$ cat src/rtl/z80Predecode_params.svh
`ifndef Z80_PREDECODE_PARAMS_SVH
`define Z80_PREDECODE_PARAMS_SVH

// program byte and FIFO sizing
`define Z80_BYTE_W 8
`define Z80_FIFO_DEPTH 8
`define Z80_LEVEL_W 4

// instruction record
`define Z80_MAX_LEN 3
`define Z80_LEN_W 2
`define Z80_REC_W 24

// APB register map
`define Z80_APB_ADDR_W 4
`define Z80_ADDR_DATA 4'h0
`define Z80_ADDR_STATUS 4'h4

`endif

$ cat src/rtl/z80PredecodePkg.sv
package z80PredecodePkg;

    // values count up from 0 in this order
    typedef enum logic [7:0] {
        nop,
        ldDdNn,
        ldIndBcdeA,
        incDecDd,
        incDecReg,
        rotA,
        addHlDd,
        daa,
        cpl,
        incDecIndHl,
        ldAIndBcde,
        ldRegN,
        ldIndNnHl,
        ldHlIndNn,
        ldIndHlN,
        ldRegReg,
        ldIndNnA,
        scf,
        ldAIndNn,
        ccf,
        ldIndHlReg,
        halt,
        jp,
        jpCond,
        jpIndHl,
        jr,
        jrCond,
        djnz,
        call,
        callCond,
        ret,
        retCond,
        rst,
        popQq,
        pushQq,
        exAfAf2,
        exIndSpHl,
        exDeHl,
        exx,
        ldSpHl,
        aluAReg,
        aluAIndHl,
        aluAN,
        eiDi,
        outA,
        inA,
        // CB-prefixed groups
        rotReg,
        rotIndHl,
        shiftReg,
        shiftIndHl,
        bitReg,
        bitIndHl,
        setReg,
        setIndHl,
        resReg,
        resIndHl,
        needMoreBytes,
        unsupportedPrefix,
        illegal
    } insnGroupT;

    typedef enum logic [1:0] {
        idle,
        prefix,
        operands,
        present
    } framerStateT;

endpackage

$ cat src/rtl/apbByteLoader.sv
`timescale 1ns/10ps

`include "z80Predecode_params.svh"

module apbByteLoader (
    input  logic                      clk,
    input  logic                      arstN,
    input  logic                      psel,
    input  logic                      penable,
    input  logic                      pwrite,
    input  logic [`Z80_APB_ADDR_W-1:0] paddr,
    input  logic [`Z80_BYTE_W-1:0]    pwdata,
    output logic [`Z80_BYTE_W-1:0]    prdata,
    output logic                      pready,
    output logic                      pslverr,
    output logic                      pushValid,
    output logic [`Z80_BYTE_W-1:0]    pushByte,
    input  logic                      full,
    input  logic [`Z80_LEVEL_W-1:0]   level
);

    logic setupPhase;
    logic accessPhase;
    logic dataWrite;
    logic statusRead;
    logic badAccess;

    assign setupPhase  = psel && !penable;
    assign accessPhase = psel && penable;

    // only two legal accesses exist
    assign dataWrite  = pwrite && (paddr == `Z80_ADDR_DATA);
    assign statusRead = !pwrite && (paddr == `Z80_ADDR_STATUS);
    assign badAccess  = !dataWrite && !statusRead;

    // data writes wait while the FIFO has no room
    assign pready  = accessPhase && !(dataWrite && full);
    assign pslverr = accessPhase && badAccess;

    assign pushValid = accessPhase && dataWrite && !full;
    assign pushByte  = pwdata;

    // level sampled in the setup phase, valid through the access phase
    always_ff @(posedge clk or negedge arstN) begin
        if (!arstN) begin
            prdata <= '0;
        end else if (setupPhase) begin
            if (statusRead) begin
                prdata <= {{(`Z80_BYTE_W - `Z80_LEVEL_W){1'b0}}, level};
            end else begin
                prdata <= '0;
            end
        end
    end

endmodule

$ cat src/rtl/byteFifo.sv
`timescale 1ns/10ps

`include "z80Predecode_params.svh"

module byteFifo (
    input  logic                    clk,
    input  logic                    arstN,
    input  logic                    pushValid,
    input  logic [`Z80_BYTE_W-1:0]  pushByte,
    output logic                    full,
    output logic [`Z80_LEVEL_W-1:0] level,
    input  logic                    popReq,
    output logic [`Z80_BYTE_W-1:0]  popByte,
    output logic                    empty
);

    localparam int PtrW = $clog2(`Z80_FIFO_DEPTH);

    logic [`Z80_BYTE_W-1:0] mem [`Z80_FIFO_DEPTH];
    logic [PtrW-1:0]        wrPtr;
    logic [PtrW-1:0]        rdPtr;
    logic                   doPush;
    logic                   doPop;

    assign full  = (level == `Z80_LEVEL_W'(`Z80_FIFO_DEPTH));
    assign empty = (level == '0);

    assign doPush = pushValid && !full;
    assign doPop  = popReq && !empty;

    // head entry straight from the array
    assign popByte = mem[rdPtr];

    always_ff @(posedge clk) begin
        if (doPush) begin
            mem[wrPtr] <= pushByte;
        end
    end

    always_ff @(posedge clk or negedge arstN) begin
        if (!arstN) begin
            wrPtr <= '0;
            rdPtr <= '0;
            level <= '0;
        end else begin
            if (doPush) begin
                wrPtr <= wrPtr + 1'b1;
            end
            if (doPop) begin
                rdPtr <= rdPtr + 1'b1;
            end
            if (doPush && !doPop) begin
                level <= level + 1'b1;
            end else if (doPop && !doPush) begin
                level <= level - 1'b1;
            end
        end
    end

endmodule

$ cat src/rtl/instrFramer.sv
`timescale 1ns/10ps

`include "z80Predecode_params.svh"

module instrFramer
    import z80PredecodePkg::*;
(
    input  logic                   clk,
    input  logic                   arstN,
    input  logic [`Z80_BYTE_W-1:0] popByte,
    input  logic                   empty,
    output logic                   popReq,
    output logic                   insnValid,
    input  logic                   insnReady,
    output insnGroupT              insnGroup,
    output logic [`Z80_LEN_W-1:0]  insnLen,
    output logic [`Z80_REC_W-1:0]  insnBytes
);

    framerStateT            state;
    logic [`Z80_LEN_W-1:0]  byteCnt;
    logic [`Z80_BYTE_W-1:0] recBytes [`Z80_MAX_LEN];
    logic                   doPop;
    insnGroupT              clsGroup;
    logic [`Z80_LEN_W-1:0]  clsLen;
    logic [`Z80_BYTE_W-1:0] clsFirst;

    // opcode comes straight off the FIFO head in idle
    assign clsFirst = (state == idle) ? popByte : recBytes[0];

    opcodeClassifier u_classifier (
        .firstByte (clsFirst),
        .secondByte(popByte),
        .cbPhase   (state == prefix),
        .group     (clsGroup),
        .len       (clsLen)
    );

    assign popReq    = !empty && (state != present);
    assign doPop     = popReq;
    assign insnValid = (state == present);

    always_comb begin
        for (int i = 0; i < `Z80_MAX_LEN; i++) begin
            insnBytes[i*`Z80_BYTE_W +: `Z80_BYTE_W] = recBytes[i];
        end
    end

    always_ff @(posedge clk or negedge arstN) begin
        if (!arstN) begin
            state   <= idle;
            byteCnt <= '0;
        end else begin
            case (state)
                idle: begin
                    if (doPop) begin
                        byteCnt <= 2'd1;
                        if (clsGroup == needMoreBytes) begin
                            state <= prefix;
                        end else if (clsLen == 2'd1) begin
                            state <= present;
                        end else begin
                            state <= operands;
                        end
                    end
                end
                prefix: begin
                    if (doPop) begin
                        state <= present;
                    end
                end
                operands: begin
                    if (doPop) begin
                        byteCnt <= byteCnt + 2'd1;
                        if (byteCnt + 2'd1 == insnLen) begin
                            state <= present;
                        end
                    end
                end
                default: begin
                    if (insnReady) begin
                        state <= idle;
                    end
                end
            endcase
        end
    end

    // record fields only change while a byte is being popped
    always_ff @(posedge clk) begin
        if (doPop) begin
            case (state)
                idle: begin
                    for (int i = 1; i < `Z80_MAX_LEN; i++) begin
                        recBytes[i] <= '0;
                    end
                    recBytes[0] <= popByte;
                    insnGroup   <= clsGroup;
                    insnLen     <= clsLen;
                end
                prefix: begin
                    recBytes[1] <= popByte;
                    insnGroup   <= clsGroup;
                    insnLen     <= clsLen;
                end
                default: recBytes[byteCnt] <= popByte;
            endcase
        end
    end

endmodule

$ cat src/rtl/opcodeClassifier.sv
`timescale 1ns/10ps

`include "z80Predecode_params.svh"

module opcodeClassifier
    import z80PredecodePkg::*;
(
    input  logic [`Z80_BYTE_W-1:0] firstByte,
    input  logic [`Z80_BYTE_W-1:0] secondByte,
    input  logic                   cbPhase,
    output insnGroupT              group,
    output logic [`Z80_LEN_W-1:0]  len
);

    logic [`Z80_BYTE_W-1:0] op;
    logic [1:0]             opX;
    logic [2:0]             opY;
    logic [2:0]             opZ;
    logic                   indHl;

    // both tables split the opcode into x/y/z fields
    assign op    = cbPhase ? secondByte : firstByte;
    assign opX   = op[7:6];
    assign opY   = op[5:3];
    assign opZ   = op[2:0];
    assign indHl = (opZ == 3'd6);

    always_comb begin
        group = illegal;
        len   = 2'd1;
        if (cbPhase) begin
            len = 2'd2;
            case (opX)
                2'd0: begin
                    // rlc, rrc, rl, rr then the shifts
                    if (!opY[2]) begin
                        group = indHl ? rotIndHl : rotReg;
                    end else begin
                        group = indHl ? shiftIndHl : shiftReg;
                    end
                end
                2'd1: group = indHl ? bitIndHl : bitReg;
                2'd2: group = indHl ? resIndHl : resReg;
                default: group = indHl ? setIndHl : setReg;
            endcase
        end else begin
            case (opX)
                2'd0: begin
                    case (opZ)
                        3'd0: begin
                            if (opY == 3'd0) begin
                                group = nop;
                            end else if (opY == 3'd1) begin
                                group = exAfAf2;
                            end else begin
                                group = (opY == 3'd2) ? djnz : (opY == 3'd3) ? jr : jrCond;
                                len   = 2'd2;
                            end
                        end
                        3'd1: begin
                            group = opY[0] ? addHlDd : ldDdNn;
                            len   = opY[0] ? 2'd1 : 2'd3;
                        end
                        3'd2: begin
                            if (!opY[2]) begin
                                group = opY[0] ? ldAIndBcde : ldIndBcdeA;
                            end else begin
                                // direct address forms carry nn
                                case (opY[1:0])
                                    2'd0: group = ldIndNnHl;
                                    2'd1: group = ldHlIndNn;
                                    2'd2: group = ldIndNnA;
                                    default: group = ldAIndNn;
                                endcase
                                len = 2'd3;
                            end
                        end
                        3'd3: group = incDecDd;
                        3'd4, 3'd5: group = (opY == 3'd6) ? incDecIndHl : incDecReg;
                        3'd6: begin
                            group = (opY == 3'd6) ? ldIndHlN : ldRegN;
                            len   = 2'd2;
                        end
                        default: begin
                            case (opY)
                                3'd4: group = daa;
                                3'd5: group = cpl;
                                3'd6: group = scf;
                                3'd7: group = ccf;
                                default: group = rotA;
                            endcase
                        end
                    endcase
                end
                2'd1: begin
                    // ld r,(hl) is not part of the kept table
                    if (opY == 3'd6) begin
                        group = indHl ? halt : ldIndHlReg;
                    end else if (!indHl) begin
                        group = ldRegReg;
                    end
                end
                2'd2: group = indHl ? aluAIndHl : aluAReg;
                default: begin
                    case (opZ)
                        3'd0: group = retCond;
                        3'd1: begin
                            if (!opY[0]) begin
                                group = popQq;
                            end else begin
                                case (opY[2:1])
                                    2'd0: group = ret;
                                    2'd1: group = exx;
                                    2'd2: group = jpIndHl;
                                    default: group = ldSpHl;
                                endcase
                            end
                        end
                        3'd2: begin
                            group = jpCond;
                            len   = 2'd3;
                        end
                        3'd3: begin
                            case (opY)
                                3'd0: begin
                                    group = jp;
                                    len   = 2'd3;
                                end
                                3'd1: begin
                                    group = needMoreBytes;
                                    len   = 2'd2;
                                end
                                3'd2, 3'd3: begin
                                    group = opY[0] ? inA : outA;
                                    len   = 2'd2;
                                end
                                3'd4: group = exIndSpHl;
                                3'd5: group = exDeHl;
                                default: group = eiDi;
                            endcase
                        end
                        3'd4: begin
                            group = callCond;
                            len   = 2'd3;
                        end
                        3'd5: begin
                            if (!opY[0]) begin
                                group = pushQq;
                            end else if (opY[2:1] == 2'd0) begin
                                group = call;
                                len   = 2'd3;
                            end else begin
                                // DD, ED, FD
                                group = unsupportedPrefix;
                            end
                        end
                        3'd6: begin
                            group = aluAN;
                            len   = 2'd2;
                        end
                        default: group = rst;
                    endcase
                end
            endcase
        end
    end

endmodule

$ cat src/rtl/z80Predecode.sv
`timescale 1ns/10ps

`include "z80Predecode_params.svh"

module z80Predecode
    import z80PredecodePkg::*;
(
    input  logic                       clk,
    input  logic                       arstN,
    input  logic                       psel,
    input  logic                       penable,
    input  logic                       pwrite,
    input  logic [`Z80_APB_ADDR_W-1:0] paddr,
    input  logic [`Z80_BYTE_W-1:0]     pwdata,
    output logic [`Z80_BYTE_W-1:0]     prdata,
    output logic                       pready,
    output logic                       pslverr,
    output logic                       insnValid,
    input  logic                       insnReady,
    output insnGroupT                  insnGroup,
    output logic [`Z80_LEN_W-1:0]      insnLen,
    output logic [`Z80_REC_W-1:0]      insnBytes
);

    logic                    pushValid;
    logic [`Z80_BYTE_W-1:0]  pushByte;
    logic                    full;
    logic [`Z80_LEVEL_W-1:0] level;
    logic                    popReq;
    logic [`Z80_BYTE_W-1:0]  popByte;
    logic                    empty;

    apbByteLoader u_loader (
        .clk      (clk),
        .arstN    (arstN),
        .psel     (psel),
        .penable  (penable),
        .pwrite   (pwrite),
        .paddr    (paddr),
        .pwdata   (pwdata),
        .prdata   (prdata),
        .pready   (pready),
        .pslverr  (pslverr),
        .pushValid(pushValid),
        .pushByte (pushByte),
        .full     (full),
        .level    (level)
    );

    byteFifo u_fifo (
        .clk      (clk),
        .arstN    (arstN),
        .pushValid(pushValid),
        .pushByte (pushByte),
        .full     (full),
        .level    (level),
        .popReq   (popReq),
        .popByte  (popByte),
        .empty    (empty)
    );

    instrFramer u_framer (
        .clk      (clk),
        .arstN    (arstN),
        .popByte  (popByte),
        .empty    (empty),
        .popReq   (popReq),
        .insnValid(insnValid),
        .insnReady(insnReady),
        .insnGroup(insnGroup),
        .insnLen  (insnLen),
        .insnBytes(insnBytes)
    );

endmodule

$ cat config.mk
export PLATFORM = sky130hd
export DESIGN_NAME = z80Predecode
export DESIGN_NICKNAME = d
export VERILOG_FILES = /design/src/rtl/z80PredecodePkg.sv /design/src/rtl/apbByteLoader.sv /design/src/rtl/byteFifo.sv /design/src/rtl/instrFramer.sv /design/src/rtl/opcodeClassifier.sv /design/src/rtl/z80Predecode.sv
export VERILOG_INCLUDE_DIRS = /design/src /design/src/rtl
export SDC_FILE = /design/constraint.sdc
export NUM_CORES = 1
export LEC_CHECK = 0
export ABC_AREA = 1
export BUFFER_PORTS_ARGS = -buffer_cell sky130_fd_sc_hd__clkbuf_2
export CORE_ASPECT_RATIO = 0.7
export CORE_MARGIN = 1
export CORE_UTILIZATION = 51
export DETAILED_ROUTE_END_ITERATION = 6
export PLACE_DENSITY = 0.81
export SLEW_MARGIN = 30
export SYNTH_ARGS = -nofsm -noshare
export SYNTH_HDL_FRONTEND = slang
export SYNTH_SLANG_ARGS = --single-unit
$ cat constraint.sdc
create_clock -name clk -period 3.05 [get_ports clk]
set_clock_uncertainty 0.05 [all_clocks]
set_input_delay 0.1525 -clock clk [delete_from_list [all_inputs] [get_ports clk]]
set_output_delay 0.1525 -clock clk [all_outputs]
set_load 0.02 [all_outputs]
-- Word level (Yosys, flattened, before mapping)
Memory sizes are Yosys's and may differ from the RTL's.
Cells that the tools add are included.
- reduce and logical (&&, ||, !) cells: 45
- muxes and demuxes: 74
- bitwise operators: 1
- eq/ne operators: 32
- add/sub/neg operators: 5
- operators with widths (operator ; count):
    $pmux 8 s3 ; 2
    $pmux 8 s6 ; 1
    $mux 6 ; 7
    $pmux 6 s7 ; 1
    $mux 8 ; 5
    $mux 2 ; 18
    $pmux 6 s5 ; 1
    $eq 3x3->1 const B ; 7
    $mux 1 ; 21
    $mux 4 ; 5
    $pmux 5 s4 ; 1
    $pmux 6 s3 ; 1
    $pmux 2 s4 ; 2
    $logic_and 1x1->1 ; 15
    $pmux 5 s3 ; 1
    $eq 3x2->1 const B ; 4
    $pmux 2 s2 ; 3
    $eq 2x1->1 const B ; 5
    $eq 2x2->1 const B ; 5
    $mux 5 ; 2
    $reduce_or 2->1 ; 5
    $logic_not 1->1 ; 9
    $eq 8x6->1 const B ; 1
    $logic_not 2->1 ; 4
    22 further kinds ; 31
- RAM bits: 88
- input bits: 18
- memories: 2
- register bits: 32
- output and inout port bits: 45
- memories (memory ; depth ; bits a word ; rd ports ; clocked after memory_dff ; write ports ; RTL line ; source):
    u_fifo.mem ; 8 ; 8 ; 1 ; 0 ; 1 ; byteFifo.sv:19 ; logic [`Z80_BYTE_W-1:0] mem [`Z80_FIFO_DEPTH];
    u_framer.recBytes ; 3 ; 8 ; 3 ; 0 ; 3 ; instrFramer.sv:22 ; logic [`Z80_BYTE_W-1:0] recBytes [`Z80_MAX_LEN];

-- Logic depth before layout (Yosys ltp)
- depth after elaboration: 15
- gate-level depth with buffers: 28
- gate-level depth less buffers: 26

-- By module
Synthesis repeated with hierarchy kept, for this count alone.
- cells, all modules: 788
- area, all modules: 6637.6 um^2
- modules (own cells, without submodules) (module ; area each (um^2) ; seq. area each (um^2) ; cells an instance ; times used):
    byteFifo ; 3389.5 ; 2172.1 ; 356 ; 1
    instrFramer ; 1672.9 ; 1121.1 ; 154 ; 1
    opcodeClassifier ; 1226.2 ; 0.0 ; 224 ; 1
    apbByteLoader ; 349.1 ; 100.1 ; 54 ; 1

-- Least setup slack after synthesis
OpenSTA, ideal clock, no wires.
- path kind: reg2reg
- from: register u_fifo.rdPtr[0]
- to: register u_framer.state[0]
- required time: 2883 ps
- period minus slack after synthesis: 2924 ps
- data arrival time: 2758 ps
- setup time: 117 ps
- setup slack: 126 ps
- buffers on the path: 3
- stages on the path, launching flop included: 27
- cell sequence: dfrtp_1 > buf_6 > inv_4 > buf_6 > buf_8 > nor2_1 > o22ai_1 > inv_1 > o21ai_0 > inv_1 > o21ai_0 > inv_1 > ha_1 > inv_1 > nor2_1 > nand3_1 > o21ai_0 > a21oi_1 > nand2_1 > nand3_1 > nor2_1 > nand2_1 > nand2_1 > nand2_1 > nand2_1 > nand2_1 > nand2_1
- elaborated cells between the ends (all ways): 81
- those cells by class: eq/ne: 21; mux: 49; reduce/logical: 10; memory: 1
- RTL lines (element ; RTL line ; source):
    start, declared ; byteFifo.sv:21 ; logic [PtrW-1:0] rdPtr;
    start signal, assigned ; byteFifo.sv:50 ; rdPtr <= rdPtr + 1'b1;
    $mem_v2 8x8 (*) ; -- ;
    net popByte[6] ; z80Predecode.sv:30 ; logic [`Z80_BYTE_W-1:0] popByte;
    $mux 8 ; instrFramer.sv:29 ; assign clsFirst = (state == idle) ? popByte : recBytes[0];
    $mux 8 (*) ; opcodeClassifier.sv:22 ; assign op = cbPhase ? secondByte : firstByte;
    $eq 2x2->1, or another cell as far along ; opcodeClassifier.sv:33, opcodeClassifier.sv:47 ;
    $pmux 8 s3 (*) ; opcodeClassifier.sv:47 ; case (opX)
    $mux 8 (*) ; opcodeClassifier.sv:31 ; if (cbPhase) begin
    net u_framer.clsGroup[5] ; instrFramer.sv:24 ; insnGroupT clsGroup;
    $eq 8x6->1 (*) ; instrFramer.sv:58 ; if (clsGroup == needMoreBytes) begin
    $mux 2 (*) ; instrFramer.sv:58 ;
    $mux 2 (*) ; instrFramer.sv:56 ; if (doPop) begin
    $pmux 2 s3 (*) ; instrFramer.sv:54 ; case (state)
    end signal, assigned ; instrFramer.sv:59 ; state <= prefix;
    end signal, assigned ; instrFramer.sv:61 ; state <= present;
    end signal, assigned ; instrFramer.sv:63 ; state <= operands;
    end, declared ; instrFramer.sv:20 ; framerStateT state;
Mark *: on every way through the listed nets, which the timed path passes. The rest lies on a longest branch. The select of a mux whose other input is x is not followed.
A chain may end at the register's enable or synchronous reset.

-- Worst setup path in the final report
- from: register u_fifo.rdPtr[0]
- to: register u_framer.state[0]
- elaborated cells between the ends (all ways): 81
- those cells by class: eq/ne: 21; mux: 49; reduce/logical: 10; memory: 1
- RTL lines (element ; RTL line ; source):
    $mem_v2 8x8 (*) ; -- ;
    $mux 8 ; instrFramer.sv:29 ;
    $mux 8 (*) ; opcodeClassifier.sv:22 ;
    $eq 3x2->1, or another cell as far along ; opcodeClassifier.sv:124 ; case (opY)
    $reduce_or 2->1, or another cell as far along ; -- ;
    $pmux 6 s5, or another cell as far along ; opcodeClassifier.sv:124 ;
    $pmux 6 s7 or $pmux 8 s6 (tied branches) ; opcodeClassifier.sv:105, opcodeClassifier.sv:49 ;
    $pmux 8 s3 (*) ; opcodeClassifier.sv:47 ;
    $mux 8 (*) ; opcodeClassifier.sv:31 ;
    net u_framer.clsGroup[5] ; instrFramer.sv:24 ;
    $eq 8x6->1 (*) ; instrFramer.sv:58 ;
    $mux 2 (*) ; instrFramer.sv:58 ;
    $mux 2 (*) ; instrFramer.sv:56 ;
    $pmux 2 s3 (*) ; instrFramer.sv:54 ;
Marks and branches as above.

==> flow_summary.ini <==
[sta]
slew_headroom_pct = 56.5
max_freq_mhz = 315
final-setup-viol-count = 2
min_period_ps = 3170
timing.hold.ws_ps = 25.4
rsz0062_at_grt = yes
slew_violations = 0
setup_ws_ps = -122
worst_pin_slew_ps = 650
min_period_over_period_pct = 104
finalHoldViolCount = 0

[synth]
synth_commonest_cells = 158 x nand2_1, 105 x inv_1, 96 x edfxtp_1
ys.flop_type = edfxtp_1
yosysMostFrequentCell = nand2_1
ys_ff_latch = 114
yosysUniqueCellTypes = 44
yosys-mux-area-fraction_pct = 0
synthSimpleGateAreaFrac_pct = 25.9
synth_enable_flop_cells = 96
syn-cell-area_sq_um = 6390
async_flop_share_pct = 15.8
synth_top_cell_area_share_pct = 45.1
synth-adder-area-share_pct = 5.60
yosysWarnings = 0
yosysSeqAreaShare_pct = 52.1
synth_xor_area_share_pct = 1.10
synth.avg_cell_area_sq_um = 9.09
synth.area.top_cells = edfxtp_1 45%, nand2_1 9.3%, dfrtp_1 7.0%
synth_top_cell_by_area = edfxtp_1
synth_compound_area_share_pct = 6.05
syn_inst = 703
synth_top_family_by_area = simple AND/OR/NAND/NOR gates

[floorplan]
die_x_um = 136
die-area_sq_um = 13000
ioPinCount = 63
dieHeight_um = 95.7
core_area_sq_um = 12000
start_util_pct = 53.4
rows = 33

[cells_and_area]
post-route-cell-area_sq_um = 8950
fillerInstances = 749
seq_area_sq_um = 3340
post_route_cells_drive_above_1_share_pct = 37.9
nNetsFinal = 917
antenna-diode-count = 0
area_growth_pct = 40.0
instances_no_fill = 1041
multiInputGateArea_sq_um = 3090

[critical_path]
setup.worst_path.start_class = register
r2r_cells = 24
regToRegStartpoint = u_fifo.rdPtr[0]$_DFFE_PN0P_
crit_type = register to register
timing.rr.end = u_framer.state[0]$_DFFE_PN0P_
rrSetupSlack_ps = -120
arrival_ps = 3430
end_kind = register
required_ps = 3300
crit_fanout = 6

[job]
drv_cap = 0

[placement]
post-dp-hpwl_mm = 11.6
postPlaceCellArea_sq_um = 7160
port_buffers = 56
place.gp.congestion = 0.998
dpl.cell_count = 954

[global_route]
grt_usage_pct = 27.8
grt_max_degree = 20
grt_pass1_vias = 5261
grt_overflow = 0
antenna_found_initial = 0
grt_pass1_wl_mm = 26.7

[clock_network]
cts.sinks = 114
cts_htree_levels = 4
clkLatencyLatePin_ps = 410
cts.root.buffer_cell = clkbuf_16
cts_buffers = 17
cts_tree = built
path_clk_slew_ps = 50
clockBufferDepth = 2

[detailed_routing]
drc = 0
avgViaCountPerCell = 5.68
drt_wl_total_mm = 20.2
antenna_left = 0
drtIter0Drc = 669
vias = 5908
dr.pass1.iters = 6
wl_per_cell_um = 19.4

[outcome]
status = finished with violations
violations = negative setup slack

[min_path]
holdPathEnd = u_fifo.mem[3][2]$_DFFE_PP_
hold_path.class = input port to register
hold_depth = 1
hp-start = pwdata[2]
==> timing repair <==
item                                    in CTS  in global routing
hold buffers                                 8                  0
gates resized for setup                     11                172
endpoints found under the setup margin       3                  8
endpoints found under the hold margin       67                  0
setup buffers                                3                 42
cloned                                       0                  2
pin swaps                                    0                 73
==> worst max path at each step <==
stage	from	endpoint	slack [ps]
6_report	u_fifo.rdPtr[0]$_DFFE_PN0P_	u_framer.state[0]$_DFFE_PN0P_	-120
3_5_place_dp	u_fifo.rdPtr[0]$_DFFE_PN0P_	u_framer.state[1]$_DFFE_PN0P_	-170
2_1_floorplan	u_fifo.rdPtr[0]$_DFFE_PN0P_	u_framer.state[0]$_DFFE_PN0P_	130
5_1_grt	u_fifo.rdPtr[0]$_DFFE_PN0P_	u_framer.state[0]$_DFFE_PN0P_	-230
4_1_cts	u_framer.state[0]$_DFFE_PN0P_	u_framer.state[1]$_DFFE_PN0P_	7
3_3_place_gp	u_fifo.rdPtr[0]$_DFFE_PN0P_	u_framer.state[1]$_DFFE_PN0P_	-40
==> critical path, cell delays in order, from the launching register on <==
cell,delay [ps]
dfrtp_2,460
clkinv_4,110
buf_12,150
buf_12,140
nand2_2,80
nand3_2,80
nand3_2,100
nand3_2,110
nand2_4,160
buf_6,130
nand3_4,110
buf_4,170
ha_1,170
a21oi_1,140
o21ai_1,90
a21oi_1,160
nand2_1,100
nand3_1,90
nor2_1,40
nand2_1,80
nand2_1,70
nand2_1,90
nand2_1,60
nand2_1,70
nand2_1,50
==> stage by stage <==
stage               utilization [%]  setup WS [ps]  setup TNS (ps)
detailed placement             59.8           -171            -291
global route                   74.8           -230            -461
finish                         74.8           -122            -208
CTS                            66.2           6.54               0
global placement               59.8          -39.2           -75.1
floorplan                         -            126               0
==> layer usage <==
layer	vias to the layer above	part of all wire (%)	GRT usage (%)	routed length [um]
met1	2794	39	36.8	7900
li1	2626	-	-	-
met4	0	3.7	9.55	740
met3	85	10	7.02	2110
met2	403	47	44.6	9480
met5	-	0	0	0
==> flip-flops by register name, indices dropped and copies added (netlist names) <==
| name | count |
|---|---|
| u_framer.byteCnt | 2 |
| u_framer.insnGroup | 6 |
| u_framer.state | 2 |
| u_framer.insnLen | 2 |
| u_fifo.wrPtr | 3 |
| u_fifo.mem | 64 |
| u_fifo.rdPtr | 3 |
| u_framer.recBytes | 24 |
| u_fifo.level | 4 |
| u_loader.prdata | 4 |
==> cell type report <==
cell class,instances,share of cell area (%)
Sequential cell,114,37.3
Timing Repair inverter,1,0.0699
Clock buffer,20,4.88
Timing Repair Buffer,165,13.9
Inverter,110,4.81
Tap cell,157,2.19
Multi-Input combinational cell,462,34.5
Clock inverter,12,2.38
==> kinds of logic after synthesis <==
logic type                 count (synthesis)
AOI/OAI and AO/OA                         69
xor gates and xnor gates                   8
adders and majority gates                 28
and+or+nand+nor                          351
buffers and inverters                    132
other                                      1
DFF                                      114
==> cell usage in the layout (no fill, tap or decap), drive strengths merged, types with 2 or more instances in the layout <==
master       count
a211oi           3
a21oi           16
and3             2
buf             99
bufinv           6
clkbuf          78
clkinv           8
conb             6
dfrtp           18
dlygate4sd3      8
edfxtp          96
ha              27
inv            109
nand2          180
nand3           66
nand4            5
nor2            76
nor3            15
o211ai           2
o21ai           36
o22ai            4
o31ai            3
or2              7
xnor2            3
xor2             5
Power is left out: the tool's default activity adds up to more than one toggle a clock period on the data nets, which glitch-free logic cannot reach.
